<file path="config.mk">
export PLATFORM = sky130hd
export DESIGN_NAME = vga
export DESIGN_NICKNAME = d
export VERILOG_FILES = /design/src/source/vga_csr_pkg.sv /design/src/source/vga_video_pkg.sv /design/src/source/vga.sv /design/src/source/vga_ctrl_regs.sv /design/src/source/vga_fetch.sv /design/src/source/vga_pixel_fifo.sv /design/src/source/vga_pixel_out.sv /design/src/source/vga_timing_gen.sv
export VERILOG_INCLUDE_DIRS = /design/src /design/src/include
export SDC_FILE = /design/constraint.sdc
export NUM_CORES = 1
export LEC_CHECK = 0
export BUFFER_PORTS_ARGS = -buffer_cell sky130_fd_sc_hd__buf_2
export CAP_MARGIN = 25
export CELL_PAD_IN_SITES_DETAIL_PLACEMENT = 0
export CELL_PAD_IN_SITES_GLOBAL_PLACEMENT = 1
export CORE_MARGIN = 2
export CORE_UTILIZATION = 45
export CTS_BUF_LIST = sky130_fd_sc_hd__clkbuf_4
export CTS_CLUSTER_DIAMETER = 80
export DETAILED_ROUTE_END_ITERATION = 12
export GPL_ROUTABILITY_DRIVEN = 0
export PLACE_DENSITY = 0.69
export SKIP_LAST_GASP = 1
export SYNTH_ARGS = -nofsm -noshare
export SYNTH_HDL_FRONTEND = slang
export SYNTH_SLANG_ARGS = --single-unit
export TNS_END_PERCENT = 100
</file>
<file path="constraint.sdc">
create_clock -name sys_clk -period 10.5 [get_ports sys_clk]
set_input_delay 2.1 -clock sys_clk [delete_from_list [all_inputs] [get_ports sys_clk]]
set_output_delay 2.1 -clock sys_clk [all_outputs]
set_load 0.02 [all_outputs]
</file>
<file path="src/include/vga_consts.svh">
// VGA framebuffer constants
`ifndef VGA_CONSTS_SVH
`define VGA_CONSTS_SVH

`define VGA_FML_DEPTH 26 // Memory byte address width.
`define VGA_FIFO_DEPTH 16 // Words in the pixel FIFO.
`define VGA_BURST_LEN 4 // Beats per memory request.

// 640x480 at 60 Hz after reset.
`define VGA_RST_HRES 640
`define VGA_RST_HSYNC_START 656
`define VGA_RST_HSYNC_END 752
`define VGA_RST_HSCAN 800
`define VGA_RST_VRES 480
`define VGA_RST_VSYNC_START 491
`define VGA_RST_VSYNC_END 493
`define VGA_RST_VSCAN 525
`define VGA_RST_BURSTS 19200 // 640x480 RGB565 in 32-byte bursts.

`endif

</file>
<file path="src/source/vga_csr_pkg.sv">
// VGA register map types
`include "vga_consts.svh"

package vga_csr_pkg;

	typedef enum logic [3:0] {
		REG_CTRL = 4'd0, // Bit0 output enable, bit1 divider select.
		REG_HRES = 4'd1,
		REG_HSYNC_START = 4'd2,
		REG_HSYNC_END = 4'd3,
		REG_HSCAN = 4'd4,
		REG_VRES = 4'd5,
		REG_VSYNC_START = 4'd6,
		REG_VSYNC_END = 4'd7,
		REG_VSCAN = 4'd8,
		REG_BASEADDR = 4'd9,
		REG_BASEADDR_ACT = 4'd10, // Read only.
		REG_FRAME_BURSTS = 4'd11
	} csr_reg_e;

	typedef logic [10:0] timing_t; // Pixel or line count.
	typedef logic [15:0] burst_cnt_t; // Requests per frame.
	typedef logic [`VGA_FML_DEPTH-1:0] fml_addr_t; // Framebuffer byte address.

endpackage

</file>
<file path="src/source/vga_video_pkg.sv">
// VGA video engine types
`include "vga_consts.svh"

package vga_video_pkg;

	typedef enum logic [1:0] {
		F_IDLE = 2'd0, // Waiting for FIFO room.
		F_REQ = 2'd1, // Strobe out, waiting for ack.
		F_DATA = 2'd2, // Taking burst beats.
		F_DONE = 2'd3 // Frame fetched, waiting for frame start.
	} fetch_state_e;

	typedef logic [63:0] fb_word_t; // Four pixels per word.

	typedef struct packed {
		logic [4:0] r;
		logic [5:0] g;
		logic [4:0] b;
	} rgb565_t;

	typedef logic [$clog2(`VGA_FIFO_DEPTH):0] fifo_cnt_t; // Holds 0 to depth.

endpackage
</file>
<file path="src/source/vga.sv">
// VGA framebuffer output top
`timescale 1ns/1ps
`include "vga_consts.svh"

module vga #(
	parameter logic [3:0] csr_addr = 4'h0
) (
	input logic sys_clk,
	input logic arst_n,
	input logic [13:0] csr_a,
	input logic csr_we,
	input logic [31:0] csr_di,
	output logic [31:0] csr_do,
	output vga_csr_pkg::fml_addr_t fml_adr,
	output logic fml_stb,
	input logic fml_ack,
	input vga_video_pkg::fb_word_t fml_di,
	output logic vga_psave_n,
	output logic vga_hsync_n,
	output logic vga_vsync_n,
	output logic vga_sync_n,
	output logic vga_blank_n,
	output logic [7:0] vga_r,
	output logic [7:0] vga_g,
	output logic [7:0] vga_b,
	output logic vga_clkout
);
	import vga_csr_pkg::*;
	import vga_video_pkg::*;

	logic [1:0] div_cnt; // Free-running pixel divider.
	logic pix_ce;
	logic out_enable, clk_div_sel;
	timing_t hres, hsync_start, hsync_end, hscan;
	timing_t vres, vsync_start, vsync_end, vscan;
	fml_addr_t baseaddress, baseaddress_act;
	burst_cnt_t frame_bursts;
	logic active, hsync, vsync, frame_start;
	logic fifo_wr, fifo_rd, fifo_empty;
	fb_word_t fifo_wdata, fifo_rdata;
	fifo_cnt_t fifo_free;

	always_ff @(posedge sys_clk or negedge arst_n) begin
		if (!arst_n)
			div_cnt <= '0;
		else
			div_cnt <= div_cnt + 2'd1;
	end

	// Select 0 gives 1 in 2 cycles, select 1 gives 1 in 4.
	assign pix_ce = clk_div_sel ? (div_cnt == 2'b11) : div_cnt[0];
	assign vga_clkout = clk_div_sel ? div_cnt[1] : div_cnt[0];

	vga_ctrl_regs #(.csr_addr(csr_addr)) u_regs (
		.sys_clk, .arst_n, .csr_a, .csr_we, .csr_di, .csr_do,
		.out_enable, .clk_div_sel,
		.hres, .hsync_start, .hsync_end, .hscan,
		.vres, .vsync_start, .vsync_end, .vscan,
		.baseaddress, .frame_bursts, .baseaddress_act
	);

	vga_timing_gen u_timing (
		.sys_clk, .arst_n, .pix_ce, .enable(out_enable),
		.hres, .hsync_start, .hsync_end, .hscan,
		.vres, .vsync_start, .vsync_end, .vscan,
		.active, .hsync, .vsync, .frame_start
	);

	vga_fetch u_fetch (
		.sys_clk, .arst_n, .frame_start, .enable(out_enable),
		.baseaddress, .frame_bursts, .baseaddress_act,
		.fml_adr, .fml_stb, .fml_ack, .fml_di,
		.fifo_wr, .fifo_wdata, .fifo_free
	);

	vga_pixel_fifo u_fifo (
		.sys_clk, .arst_n, .clear(frame_start), // Flush per frame.
		.wr(fifo_wr), .wdata(fifo_wdata), .rd(fifo_rd), .rdata(fifo_rdata),
		.empty(fifo_empty), .free(fifo_free)
	);

	vga_pixel_out u_out (
		.sys_clk, .arst_n, .pix_ce, .enable(out_enable),
		.active, .hsync, .vsync, .word(fifo_rdata), .empty(fifo_empty),
		.pop(fifo_rd), .vga_psave_n, .vga_hsync_n, .vga_vsync_n,
		.vga_sync_n, .vga_blank_n, .vga_r, .vga_g, .vga_b
	);

	// An accepted burst always finds room for all its beats.
	a_burst_room: assert property (@(posedge sys_clk) disable iff (!arst_n)
		(u_fetch.state == F_REQ && fml_ack) |-> fifo_free >= fifo_cnt_t'(`VGA_BURST_LEN));

endmodule

</file>
<file path="src/source/vga_ctrl_regs.sv">
// VGA configuration registers
`timescale 1ns/1ps
`include "vga_consts.svh"

module vga_ctrl_regs #(
	parameter logic [3:0] csr_addr = 4'h0
) (
	input logic sys_clk,
	input logic arst_n,
	input logic [13:0] csr_a,
	input logic csr_we,
	input logic [31:0] csr_di,
	output logic [31:0] csr_do,
	output logic out_enable,
	output logic clk_div_sel,
	output vga_csr_pkg::timing_t hres,
	output vga_csr_pkg::timing_t hsync_start,
	output vga_csr_pkg::timing_t hsync_end,
	output vga_csr_pkg::timing_t hscan,
	output vga_csr_pkg::timing_t vres,
	output vga_csr_pkg::timing_t vsync_start,
	output vga_csr_pkg::timing_t vsync_end,
	output vga_csr_pkg::timing_t vscan,
	output vga_csr_pkg::fml_addr_t baseaddress,
	output vga_csr_pkg::burst_cnt_t frame_bursts,
	input vga_csr_pkg::fml_addr_t baseaddress_act
);
	import vga_csr_pkg::*;

	logic csr_sel;
	csr_reg_e reg_idx;
	logic [31:0] rdata;

	assign csr_sel = (csr_a[13:10] == csr_addr); // Page match.
	assign reg_idx = csr_reg_e'(csr_a[3:0]);

	always_ff @(posedge sys_clk or negedge arst_n) begin
		if (!arst_n) begin
			out_enable <= 1'b0; // Pads start powered down.
			clk_div_sel <= 1'b0;
			hres <= timing_t'(`VGA_RST_HRES);
			hsync_start <= timing_t'(`VGA_RST_HSYNC_START);
			hsync_end <= timing_t'(`VGA_RST_HSYNC_END);
			hscan <= timing_t'(`VGA_RST_HSCAN);
			vres <= timing_t'(`VGA_RST_VRES);
			vsync_start <= timing_t'(`VGA_RST_VSYNC_START);
			vsync_end <= timing_t'(`VGA_RST_VSYNC_END);
			vscan <= timing_t'(`VGA_RST_VSCAN);
			baseaddress <= '0;
			frame_bursts <= burst_cnt_t'(`VGA_RST_BURSTS);
		end else if (csr_sel && csr_we) begin
			case (reg_idx)
				REG_CTRL: begin
					out_enable <= csr_di[0];
					clk_div_sel <= csr_di[1];
				end
				REG_HRES: hres <= csr_di[10:0];
				REG_HSYNC_START: hsync_start <= csr_di[10:0];
				REG_HSYNC_END: hsync_end <= csr_di[10:0];
				REG_HSCAN: hscan <= csr_di[10:0];
				REG_VRES: vres <= csr_di[10:0];
				REG_VSYNC_START: vsync_start <= csr_di[10:0];
				REG_VSYNC_END: vsync_end <= csr_di[10:0];
				REG_VSCAN: vscan <= csr_di[10:0];
				REG_BASEADDR: baseaddress <= csr_di[`VGA_FML_DEPTH-1:0];
				REG_FRAME_BURSTS: frame_bursts <= csr_di[15:0];
				default: ; // Read-only or unmapped.
			endcase
		end
	end

	always_comb begin
		case (reg_idx)
			REG_CTRL: rdata = {30'd0, clk_div_sel, out_enable};
			REG_HRES: rdata = 32'(hres);
			REG_HSYNC_START: rdata = 32'(hsync_start);
			REG_HSYNC_END: rdata = 32'(hsync_end);
			REG_HSCAN: rdata = 32'(hscan);
			REG_VRES: rdata = 32'(vres);
			REG_VSYNC_START: rdata = 32'(vsync_start);
			REG_VSYNC_END: rdata = 32'(vsync_end);
			REG_VSCAN: rdata = 32'(vscan);
			REG_BASEADDR: rdata = 32'(baseaddress);
			REG_BASEADDR_ACT: rdata = 32'(baseaddress_act);
			REG_FRAME_BURSTS: rdata = 32'(frame_bursts);
			default: rdata = '0;
		endcase
	end

	always_ff @(posedge sys_clk or negedge arst_n) begin
		if (!arst_n)
			csr_do <= '0;
		else
			csr_do <= csr_sel ? rdata : '0; // Other pages read zero.
	end

	// Another slot's access leaves the read bus quiet.
	a_unsel_zero: assert property (@(posedge sys_clk) disable iff (!arst_n)
		!csr_sel |=> csr_do == '0);

endmodule

</file>
<file path="src/source/vga_fetch.sv">
// Framebuffer burst fetch engine
`timescale 1ns/1ps
`include "vga_consts.svh"

module vga_fetch (
	input logic sys_clk,
	input logic arst_n,
	input logic frame_start,
	input logic enable,
	input vga_csr_pkg::fml_addr_t baseaddress,
	input vga_csr_pkg::burst_cnt_t frame_bursts,
	output vga_csr_pkg::fml_addr_t baseaddress_act,
	output vga_csr_pkg::fml_addr_t fml_adr,
	output logic fml_stb,
	input logic fml_ack,
	input vga_video_pkg::fb_word_t fml_di,
	output logic fifo_wr,
	output vga_video_pkg::fb_word_t fifo_wdata,
	input vga_video_pkg::fifo_cnt_t fifo_free
);
	import vga_csr_pkg::*;
	import vga_video_pkg::*;

	localparam int BURST_BYTES = `VGA_BURST_LEN * 8; // 64-bit beats.

	fetch_state_e state;
	fml_addr_t cur_adr;
	burst_cnt_t burst_cnt; // Requests issued this frame.
	logic [$clog2(`VGA_BURST_LEN)-1:0] beat_cnt;
	logic restart_pend; // Frame start seen, reload pending.
	logic can_issue;
	logic waiting;

	assign can_issue = enable && !restart_pend && (burst_cnt < frame_bursts) &&
		(fifo_free >= fifo_cnt_t'(`VGA_BURST_LEN)); // Beats cannot be stalled.
	assign waiting = (state == F_IDLE) || (state == F_DONE);

	always_ff @(posedge sys_clk or negedge arst_n) begin
		if (!arst_n) begin
			state <= F_DONE; // Nothing to fetch before the first frame.
			cur_adr <= '0;
			burst_cnt <= '0;
			beat_cnt <= '0;
			restart_pend <= 1'b0;
			baseaddress_act <= '0;
		end else begin
			case (state)
				F_IDLE: if (can_issue) state <= F_REQ;
				F_REQ: if (fml_ack) begin
					state <= F_DATA;
					beat_cnt <= '0;
					cur_adr <= cur_adr + fml_addr_t'(BURST_BYTES);
					burst_cnt <= burst_cnt + 16'd1;
				end
				F_DATA: begin
					beat_cnt <= beat_cnt + 1'b1;
					if (beat_cnt == $bits(beat_cnt)'(`VGA_BURST_LEN - 1))
						state <= (burst_cnt >= frame_bursts) ? F_DONE : F_IDLE;
				end
				default: ; // F_DONE holds.
			endcase
			if (waiting && restart_pend) begin
				state <= F_IDLE; // Rewind to the new frame.
				cur_adr <= baseaddress_act;
				burst_cnt <= '0;
				restart_pend <= 1'b0;
			end
			if (frame_start) begin
				restart_pend <= 1'b1;
				baseaddress_act <= baseaddress; // Latched once per frame.
			end
		end
	end

	assign fml_stb = (state == F_REQ);
	assign fml_adr = cur_adr;
	// Beats of a burst cut by frame start are dropped.
	assign fifo_wr = (state == F_DATA) && !restart_pend && !frame_start;
	assign fifo_wdata = fml_di;

	// Request address holds until the memory takes it.
	a_adr_stable: assert property (@(posedge sys_clk) disable iff (!arst_n)
		fml_stb && !fml_ack |=> fml_stb && $stable(fml_adr));

endmodule

</file>
<file path="src/source/vga_pixel_fifo.sv">
// Framebuffer word FIFO
`timescale 1ns/1ps
`include "vga_consts.svh"

module vga_pixel_fifo (
	input logic sys_clk,
	input logic arst_n,
	input logic clear,
	input logic wr,
	input vga_video_pkg::fb_word_t wdata,
	input logic rd,
	output vga_video_pkg::fb_word_t rdata,
	output logic empty,
	output vga_video_pkg::fifo_cnt_t free
);
	import vga_video_pkg::*;

	localparam int AW = $clog2(`VGA_FIFO_DEPTH);

	fb_word_t mem [`VGA_FIFO_DEPTH];
	logic [AW-1:0] wr_ptr;
	logic [AW-1:0] rd_ptr;
	fifo_cnt_t count;

	always_ff @(posedge sys_clk) begin
		if (wr)
			mem[wr_ptr] <= wdata;
	end

	always_ff @(posedge sys_clk or negedge arst_n) begin
		if (!arst_n) begin
			wr_ptr <= '0;
			rd_ptr <= '0;
			count <= '0;
		end else if (clear) begin
			wr_ptr <= '0; // New frame, drop leftovers.
			rd_ptr <= '0;
			count <= '0;
		end else begin
			if (wr)
				wr_ptr <= wr_ptr + 1'b1;
			if (rd)
				rd_ptr <= rd_ptr + 1'b1;
			count <= count + fifo_cnt_t'(wr) - fifo_cnt_t'(rd);
		end
	end

	assign rdata = mem[rd_ptr]; // Show-ahead.
	assign empty = (count == '0);
	assign free = fifo_cnt_t'(`VGA_FIFO_DEPTH) - count;

	a_no_overflow: assert property (@(posedge sys_clk) disable iff (!arst_n)
		wr && !clear |-> free != '0);
	a_no_underflow: assert property (@(posedge sys_clk) disable iff (!arst_n)
		rd && !clear |-> !empty);

endmodule

</file>
<file path="src/source/vga_pixel_out.sv">
// RGB565 unpack and VGA pad registers
`timescale 1ns/1ps

module vga_pixel_out (
	input logic sys_clk,
	input logic arst_n,
	input logic pix_ce,
	input logic enable,
	input logic active,
	input logic hsync,
	input logic vsync,
	input vga_video_pkg::fb_word_t word,
	input logic empty,
	output logic pop,
	output logic vga_psave_n,
	output logic vga_hsync_n,
	output logic vga_vsync_n,
	output logic vga_sync_n,
	output logic vga_blank_n,
	output logic [7:0] vga_r,
	output logic [7:0] vga_g,
	output logic [7:0] vga_b
);
	import vga_video_pkg::*;

	logic [1:0] pix_idx; // Pixel within word, 0 is the top half.
	logic take;
	rgb565_t pix;

	assign pix = word[{~pix_idx, 4'b0000} +: 16];
	assign take = pix_ce && active && !empty; // Underrun shows black.
	assign pop = take && (pix_idx == 2'd3);

	always_ff @(posedge sys_clk or negedge arst_n) begin
		if (!arst_n)
			pix_idx <= '0;
		else if (empty)
			pix_idx <= '0; // A flushed FIFO restarts at the top half.
		else if (take)
			pix_idx <= pix_idx + 2'd1;
	end

	always_ff @(posedge sys_clk or negedge arst_n) begin
		if (!arst_n) begin
			vga_psave_n <= 1'b0;
			vga_hsync_n <= 1'b1;
			vga_vsync_n <= 1'b1;
			vga_sync_n <= 1'b1;
			vga_blank_n <= 1'b0;
			vga_r <= '0;
			vga_g <= '0;
			vga_b <= '0;
		end else if (pix_ce) begin
			vga_psave_n <= enable;
			vga_hsync_n <= !hsync;
			vga_vsync_n <= !vsync;
			vga_sync_n <= !(hsync ^ vsync); // Composite sync.
			vga_blank_n <= active;
			vga_r <= take ? {pix.r, pix.r[4:2]} : 8'd0; // Top bits refill the low ones.
			vga_g <= take ? {pix.g, pix.g[5:4]} : 8'd0;
			vga_b <= take ? {pix.b, pix.b[4:2]} : 8'd0;
		end
	end

endmodule

</file>
<file path="src/source/vga_timing_gen.sv">
// VGA sync and active-video timing
`timescale 1ns/1ps

module vga_timing_gen (
	input logic sys_clk,
	input logic arst_n,
	input logic pix_ce,
	input logic enable,
	input vga_csr_pkg::timing_t hres,
	input vga_csr_pkg::timing_t hsync_start,
	input vga_csr_pkg::timing_t hsync_end,
	input vga_csr_pkg::timing_t hscan,
	input vga_csr_pkg::timing_t vres,
	input vga_csr_pkg::timing_t vsync_start,
	input vga_csr_pkg::timing_t vsync_end,
	input vga_csr_pkg::timing_t vscan,
	output logic active,
	output logic hsync,
	output logic vsync,
	output logic frame_start
);
	import vga_csr_pkg::*;

	timing_t h_cnt; // Pixel within line.
	timing_t v_cnt; // Line within frame.
	logic h_last;
	logic v_last;

	// Compare with >= so a shrunk scan length still wraps.
	assign h_last = (h_cnt >= hscan - 11'd1);
	assign v_last = (v_cnt >= vscan - 11'd1);

	always_ff @(posedge sys_clk or negedge arst_n) begin
		if (!arst_n) begin
			h_cnt <= '0;
			v_cnt <= '0;
		end else if (!enable) begin
			h_cnt <= '0; // Parked while output is off.
			v_cnt <= '0;
		end else if (pix_ce) begin
			if (h_last) begin
				h_cnt <= '0;
				if (v_last)
					v_cnt <= '0;
				else
					v_cnt <= v_cnt + 11'd1;
			end else begin
				h_cnt <= h_cnt + 11'd1;
			end
		end
	end

	always_comb begin
		active = enable && (h_cnt < hres) && (v_cnt < vres);
		hsync = enable && (h_cnt >= hsync_start) && (h_cnt < hsync_end); // End exclusive.
		vsync = enable && (v_cnt >= vsync_start) && (v_cnt < vsync_end);
		frame_start = enable && pix_ce && h_last && v_last; // Both wrap here.
	end

	// Frame start is a pixel step that lands the raster on its origin.
	a_frame_on_ce: assert property (@(posedge sys_clk) disable iff (!arst_n)
		frame_start |-> pix_ce ##1 (h_cnt == '0 && v_cnt == '0));

endmodule

</file>
==> reports/qor.csv, run 1 <==
metric,value,unit
Final Routed Wirelength,140000,um
WP data required,11.34,ns
"Setup Fix Bufs, Post-CTS",0,
via count normalized by instance count,5.70,
Syn Std Cell Area,54600,sq um
DRC violation total after the first TritonRoute iteration,2552,
Worst path max stage delay,0.71,ns
insertion delay of the later-clocked pin in the worst-skew pair,1.29,ns
hold buffer count at CTS,0,
relative contribution of the clock network to total power,0.386,
antenna violations before repair,31,
Die Width,352,um
portion of the clock cycle consumed by the worst path in the final layout,0.518,
number of global-route vias before repair,32800,
power density over the cells,179,nW/um^2
worst setup slack after layout,5.06,ns
Wirelength per Cell,25.4,um
part of the Yosys area used for sequential elements,0.697,
maximum level of the CTS H-tree,5,
number of instances resized during post-cts repair,0,
count of final max-slew check failures,0,
dominant cell type by area after synthesis,sky130_fd_sc_hd__edfxtp_1,
CORE AREA,120000,sq um
number of max-cap violations,0,
fraction of final layout cells with drive strength greater than 1,0.312,
relative max-transition margin,0.219,
Fin Setup TNS,0,ns
final net count,3894,
area share of the largest cell type after synthesis,0.563,
status,"finished, final reports clean",
I/O pins,203,
Fin. Hold Viols,0,
post-route core utilization,0.513,
arrival time of the worst setup path,6.28,ns
number of warnings issued by yosys,0,
combinational group share of total power,0.076,
kind of end point of the critical path,register,
residual overflow from global routing,0,
worst setup skew after layout,0.107,ns
Sw Ratio,0.244,
"Worst Path Class, Setup",register to register,
average cell area after synthesis,16.9,sq um
most used flip-flop cell after synthesis,sky130_fd_sc_hd__edfxtp_1,
clock tree from TritonCTS,done,
area delta synth->final,12.9,%
ranking of synthesized cells by area,"sky130_fd_sc_hd__edfxtp_1 (56%), sky130_fd_sc_hd__dfrtp_1 (11%), sky130_fd_sc_hd__mux4_2 (8.0%)",
"top library cells by usage in the layout, fill and taps aside","sky130_fd_sc_hd__edfxtp_1 (1024), sky130_fd_sc_hd__clkbuf_4 (502), sky130_fd_sc_hd__dfrtp_1 (245), sky130_fd_sc_hd__mux4_2 (194), sky130_fd_sc_hd__buf_2 (183)",
Max Freq,184,MHz
clock transition at the register clock pins on the worst setup and hold paths after CTS,0.06,ns
distinct cell type count after synthesis,75,
Cells after Synth,3229,
first-pass GRT wire length,208000,um
design internal power,8340,uW
number of core rows,127,
maximum fanout count along the critical path,44,
antenna violation net count after detailed routing,0,
worst setup slack before clock tree synthesis,4.42,ns
fraction of registers with async set or reset after synthesis,0.221,
gr usage total,0.226,
pin slew with the least headroom to its limit,1.17,ns
die height,352,um
final critical-path required period,5.44,ns
"EDFF count, synth",1024,
sequential cell fraction of total power,0.538,
clock sinks,1315,
detailed-route via count,31400,
number of synthesized register bits,1315,
critical path's most frequent cell,sky130_fd_sc_hd__buf_4,
maximum VDD drop,111,uV
count of buffers inserted at the top-level ports,184,
critical-path cell list,nor4_1 > nand3_1 > and2_1 > ha_1 > a41o_1 > a21oi_1 > o21ai_0 > a21oi_2 > nor3b_4 > buf_4 > nor3_1 > clkbuf_4 > and3_4 > buf_4,
number of clock buffers inserted by TritonCTS,351,
Detailed Routing Iterations Pass 1,5,
pin count of the biggest net entering global routing,182,
net switching power of the design,2690,uW
clock tree root buffer cell,sky130_fd_sc_hd__clkbuf_4,
class of the tightest hold or removal check,register to register,
"most common cell after layout, fill and taps aside",sky130_fd_sc_hd__edfxtp_1,
number of remaining DRC errors,0,
RSZ-0062 raised after global routing,no,
final number of setup-violating endpoints,0,
DP Wirelength,81000,um
"slowest stage cell, crit path",sky130_fd_sc_hd__buf_4,
Clock Tree Buf Depth,4,
Initial Utilization,0.455,
static power due to leakage,0.0220,uW
Critical Path Source Type,register,
die area,124000,sq um
## worst max-delay path, delay by kind of cell (launching register included)
family / cells / cell delay [ns]
adder cells (fa/ha/maj): 1 / 0.31
AO/OA/AOI/OAI: 4 / 1.00
flip-flops: 1 / 0.45
buffers and inverters: 3 / 1.31
AND/OR/NAND/NOR: 6 / 1.93
## cells in the mapped netlist (7+ instances only)
library cell,n
sky130_fd_sc_hd__edfxtp_1,1024
sky130_fd_sc_hd__dfrtp_1,247
sky130_fd_sc_hd__mux4_2,194
sky130_fd_sc_hd__a22oi_1,174
sky130_fd_sc_hd__mux2_2,165
sky130_fd_sc_hd__nand2_1,141
sky130_fd_sc_hd__mux2i_1,137
sky130_fd_sc_hd__ha_1,125
sky130_fd_sc_hd__nor2_1,111
sky130_fd_sc_hd__inv_1,107
sky130_fd_sc_hd__a21oi_1,84
sky130_fd_sc_hd__clkbuf_1,83
sky130_fd_sc_hd__nand3_1,73
sky130_fd_sc_hd__o21ai_0,66
sky130_fd_sc_hd__buf_2,52
sky130_fd_sc_hd__dfstp_2,44
sky130_fd_sc_hd__xor2_1,40
sky130_fd_sc_hd__nand4_1,34
sky130_fd_sc_hd__xnor2_1,27
sky130_fd_sc_hd__and3_1,23
sky130_fd_sc_hd__nor2b_1,22
sky130_fd_sc_hd__a21boi_0,19
sky130_fd_sc_hd__a22o_1,19
sky130_fd_sc_hd__buf_1,19
sky130_fd_sc_hd__a222oi_1,17
sky130_fd_sc_hd__buf_4,17
sky130_fd_sc_hd__a31oi_1,16
sky130_fd_sc_hd__nor3_1,16
sky130_fd_sc_hd__a221oi_1,11
sky130_fd_sc_hd__nand2b_1,11
sky130_fd_sc_hd__a21o_1,10
sky130_fd_sc_hd__nor4_1,9
sky130_fd_sc_hd__and2_1,8
sky130_fd_sc_hd__nor3_2,7
## logic make-up (layout without fill, tap and decap cells)
group / after synthesis / in the layout / share of synthesized area
DFF: 1315 / 1315 / 0.697
muxes: 497 / 497 / 0.139
and+or+nand+nor: 484 / 484 / 0.0440
AOI/OAI and AO/OA: 459 / 459 / 0.0579
buffers and inverters: 280 / 926 / 0.0216
adders and majority gates: 126 / 126 / 0.0290
xor gates and xnor gates: 67 / 67 / 0.0107
other: 1 / 19 / 0.0000687
## metal layers
layer	routed length [um]	GRT usage	share of wire	vias to the layer above
li1	-	-	-	13800
met1	56900	0.290	0.41	16100
met2	69100	0.376	0.49	1214
met3	9940	0.0528	0.071	269
met4	3780	0.0821	0.027	14
met5	96	0	0.00069	-
## registers in the layout, summed over array words and instances (netlist names), 4 cells and up
signal                   cells
u_out.vga_r                  5
u_fetch.fml_adr             26
u_out.vga_g                  6
u_regs.frame_bursts         16
u_regs.vsync_end            11
u_regs.vres                 11
u_regs.hscan                11
u_fifo.wr_ptr                4
u_fifo.rd_ptr                4
u_fifo.mem                1024
u_timing.v_cnt              11
u_fetch.baseaddress_act     26
u_regs.hsync_start          11
u_regs.hres                 11
u_regs.baseaddress          26
u_out.vga_b                  5
u_regs.vsync_start          11
u_regs.csr_do               26
u_fifo.count                 5
u_regs.hsync_end            11
u_fetch.burst_cnt           16
u_regs.vscan                11
u_timing.h_cnt              11
## stage by stage
step / cell area, sq um / total power [uW] / instances / hold WS [ns]
finish: 61700 / 11000 / 5505 / 0.478
detailed placement: 57500 / 6880 / 4910 / 0.467
global placement: 57400 / 6830 / 4909 / 0.467
global route: 61600 / 11500 / 5501 / 0.512
CTS: 61600 / 11200 / 5489 / 0.482
floorplan: 54600 / 6510 / 3234 / 0.455
## layout make-up
class / instances / area (sq um)
multi-input combinational: 1639 / 15500
timing repair buffer: 240 / 1430
clock buffer: 500 / 3750
clock inverter: 79 / 390
inverter: 107 / 402
tap: 1612 / 2020
antenna: 13 / 32.5
fill: 10000 / 58500
sequential: 1315 / 38100
## final timing paths
| check | slack (ns) | end | start | cells past startpoint |
|---|---|---|---|---|
| setup / recovery | 5.06 | u_fifo.mem[9][30] | u_regs.hscan[2] | 14 |
| hold / removal | 0.48 | u_out.vga_psave_n | u_out.vga_psave_n | 2 |
| setup reg to reg | 5.06 | u_fifo.mem[9][30] | u_regs.hscan[2] | 14 |
| hold reg to reg | 0.48 | u_out.vga_psave_n | u_out.vga_psave_n | 2 |
| max in group asynchronous | 7.97 | u_fetch.burst_cnt[5] | arst_n | 2 |
| min in group asynchronous | 0.88 | u_timing.v_cnt[5] | arst_n | 1 |
## power by group through the flow
stage | registers [uW] | clock network, uW | logic (uW)
after floorplan | 6030 | 0 | 484
after global placement | 6030 | 0 | 800
after detailed placement | 6040 | 0 | 842
after CTS | 5930 | 4390 | 845
after global routing | 5950 | 4670 | 930
final | 5930 | 4260 | 837
No activity file was read; power rests on OpenSTA's default activity.
==> run 2, diff against run 1 <==
==> constraint.sdc (replaced) <==
create_clock -name sys_clk -period 5.19 [get_ports sys_clk]
set_input_delay 1.038 -clock sys_clk [delete_from_list [all_inputs] [get_ports sys_clk]]
set_output_delay 1.038 -clock sys_clk [all_outputs]
set_load 0.02 [all_outputs]
==> run 2 against run 1 <==
Effect of this change:
- wire length increased by 0.84%
- sequential share of layout area decreased by 0.67 points
- via count increased by 1.4%
- largest cell class unchanged
- highest routed layer unchanged
==> reports/qor.csv, run 2 (synthesized netlist as in run 1, its figures left out) <==
metric,value,unit,change
Wirelength per Cell,25.4,um,about the same
# fillers,9854,,-1.7%
critical path's most frequent cell,sky130_fd_sc_hd__nor2_1,,
die height,352,um,unchanged
worst setup slack before clock tree synthesis,0.653,ns,-3.77 ns
final number of setup-violating endpoints,0,,unchanged
clock transition at the register clock pins on the worst setup and hold paths after CTS,0.06,ns,about the same
CORE AREA,120000,sq um,unchanged
count of final max-slew check failures,0,,unchanged
final net count,3938,,+1.1%
kind of end point of the critical path,register,,
maximum level of the CTS H-tree,5,,unchanged
fraction of final layout cells with drive strength greater than 1,0.315,,+0.00291
via count normalized by instance count,5.73,,+0.50%
DP Wirelength,84600,um,+4.5%
worst hold margin,0.162,ns,-0.316 ns
first-pass GRT wire length,209000,um,+0.27%
Max Freq,217,MHz,+18%
clock tree from TritonCTS,done,,
portion of the clock cycle consumed by the worst path in the final layout,0.887,,+0.368
DRC violation total after the first TritonRoute iteration,2822,,+11%
"slowest stage cell, crit path",sky130_fd_sc_hd__nor4_1,,
worst setup skew after layout,0.105,ns,-0.00167 ns
I/O pins,203,,unchanged
number of core rows,127,,unchanged
class of the tightest hold or removal check,input pin to register,,
final design instance area without fill,62300,sq um,+1.1%
power density over the cells,358,nW/um^2,+100%
critical-path cell list,nor4_1 > nand2_1 > nor4_1 > xnor2_1 > ha_1 > a21o_1 > a21oi_1 > o21ai_1 > nor3b_4 > nor3_1 > inv_1 > ha_1 > inv_1 > ha_1 > inv_1 > fa_1 > nor2_1 > nor2_1 > nor2_1 > nor2_1 > xnor2_1 > nor2_1,,
RSZ-0062 raised after global routing,no,,
Largest register FFs,1024,,unchanged
Worst path max stage delay,0.47,ns,-0.24 ns
Critical Path Source Type,register,,
final critical-path required period,4.60,ns,-0.840 ns
"Worst Path Class, Setup",register to register,,
Final Routed Wirelength,141000,um,+0.84%
die area,124000,sq um,unchanged
antenna violations before repair,26,,-16%
DP Area,58000,sq um,+0.91%
area delta synth->final,14.1,%,
WP data required,6.19,ns,-5.15 ns
detailed-route via count,31900,,+1.4%
Initial Utilization,0.455,,unchanged
insertion delay of the later-clocked pin in the worst-skew pair,1.26,ns,-0.03 ns
antenna violation net count after detailed routing,0,,unchanged
maximum VDD drop,245,uV,+120%
number of clock buffers inserted by TritonCTS,356,,+1.4%
Die Width,352,um,unchanged
arrival time of the worst setup path,5.61,ns,-0.67 ns
number of max-cap violations,0,,unchanged
pin count of the biggest net entering global routing,139,,-24%
Detailed Routing Iterations Pass 1,7,,+2
clock tree root buffer cell,sky130_fd_sc_hd__clkbuf_4,,
"top library cells by usage in the layout, fill and taps aside","sky130_fd_sc_hd__edfxtp_1 (1024), sky130_fd_sc_hd__clkbuf_4 (504), sky130_fd_sc_hd__dfrtp_1 (245), sky130_fd_sc_hd__mux4_2 (194), sky130_fd_sc_hd__buf_2 (183)",,
static power due to leakage,0.0222,uW,+1.2%
clock sinks,1315,,unchanged
number of instances resized during post-cts repair,0,,unchanged
residual overflow from global routing,0,,unchanged
number of remaining DRC errors,0,,unchanged
relative max-transition margin,0.283,,+0.0640
count of buffers inserted at the top-level ports,184,,unchanged
gr usage total,0.226,,about the same
maximum fanout count along the critical path,5,,-89%
number of global-route vias before repair,32800,,-0.037%
Clock Tree Buf Depth,4,,unchanged
status,"finished, final reports clean",,
Fin. Hold Viols,0,,unchanged
worst setup slack after layout,0.589,ns,-4.47 ns
pin slew with the least headroom to its limit,1.07,ns,-0.0960 ns
"most common cell after layout, fill and taps aside",sky130_fd_sc_hd__edfxtp_1,,
register ranked first by flip-flop count,u_fifo.mem,,
==> run 2: changes by cell type in the layout (fill, tap and decap cells not counted), sizes merged, moves of 2 or more <==
cell / before / now
inv: 112 / 114
clkinv: 70 / 78
clkbuf: 502 / 504
buf: 238 / 263
dlygate4sd3: 0 / 16
bufinv: 3 / 1
==> run 2: per-stage QoR <==
stage | power, uW | std cells | utilization | TNS (ns)
2_1_floorplan | 13200 | 3234 | - | -253.24
3_3_place_gp | 13900 | 4933 | 0.482 | 0
3_5_place_dp | 14000 | 4935 | 0.483 | 0
4_1_cts | 22600 | 5541 | 0.518 | 0
5_1_grt | 23300 | 5552 | 0.519 | 0
6_report | 22300 | 5556 | 0.519 | 0
==> run 2: area by class of cell <==
cell class | instances | area (sq um) | area share
sequential | 1315 | 38100 | 0.611
inverter | 107 | 402 | 0.00644
tap | 1612 | 2020 | 0.0324
multi-input combinational | 1639 | 15600 | 0.250
timing repair buffer | 279 | 2050 | 0.0329
antenna | 14 | 35.0 | 0.000562
clock buffer | 504 | 3780 | 0.0607
clock inverter | 86 | 362 | 0.00580
==> run 2: repair_timing <==
action | 4_1_cts | 5_1_grt
hold endpoints to repair | 109 | 0
hold buffers | 16 | 0
buffers inserted | 0 | 0
==> run 2: path summary, 6_finish.rpt <==
kind | slack (ns) | end | start | depth (start not counted)
worst max-delay path | 0.59 | u_fifo.count[4] | u_regs.vscan[1] | 22
worst min-delay path | 0.16 | u_fifo.mem[3][9] | fml_di[9] | 1
worst max register to register | 0.59 | u_fifo.count[4] | u_regs.vscan[1] | 22
worst min register to register | 0.48 | u_out.vga_psave_n | u_out.vga_psave_n | 2
max in group asynchronous | 3.38 | u_fetch.beat_cnt[1] | arst_n | 3
min in group asynchronous | 0.55 | u_timing.v_cnt[2] | arst_n | 2
==> run 2: critical path, delay by kind of cell, from the launching register on <==
family / cells / cell delay (ns)
buffers and inverters: 3 / 0.19
AND/OR/NAND/NOR: 10 / 1.79
adder cells (fa/ha/maj): 4 / 1.14
AO/OA/AOI/OAI: 3 / 0.53
XOR/XNOR: 2 / 0.32
flip-flops: 1 / 0.42
==> run 2: where the power goes <==
part | internal, uW | switching, uW | leakage [uW] | total (uW)
registers | 11800 | 260 | 0.0130 | 12000
clock network | 4480 | 4080 | 0.00251 | 8560
logic | 616 | 1120 | 0.00671 | 1740
total | 16800 | 5460 | 0.0222 | 22300
==> run 2: routing by layer <==
layer / GRT usage / vias up / wire length [um]
met2: 0.372 / 1252 / 69400
met3: 0.0521 / 327 / 9980
li1: - / 13900 / -
met1: 0.292 / 16400 / 57500
met5: 0 / - / 111
met4: 0.0860 / 18 / 4010
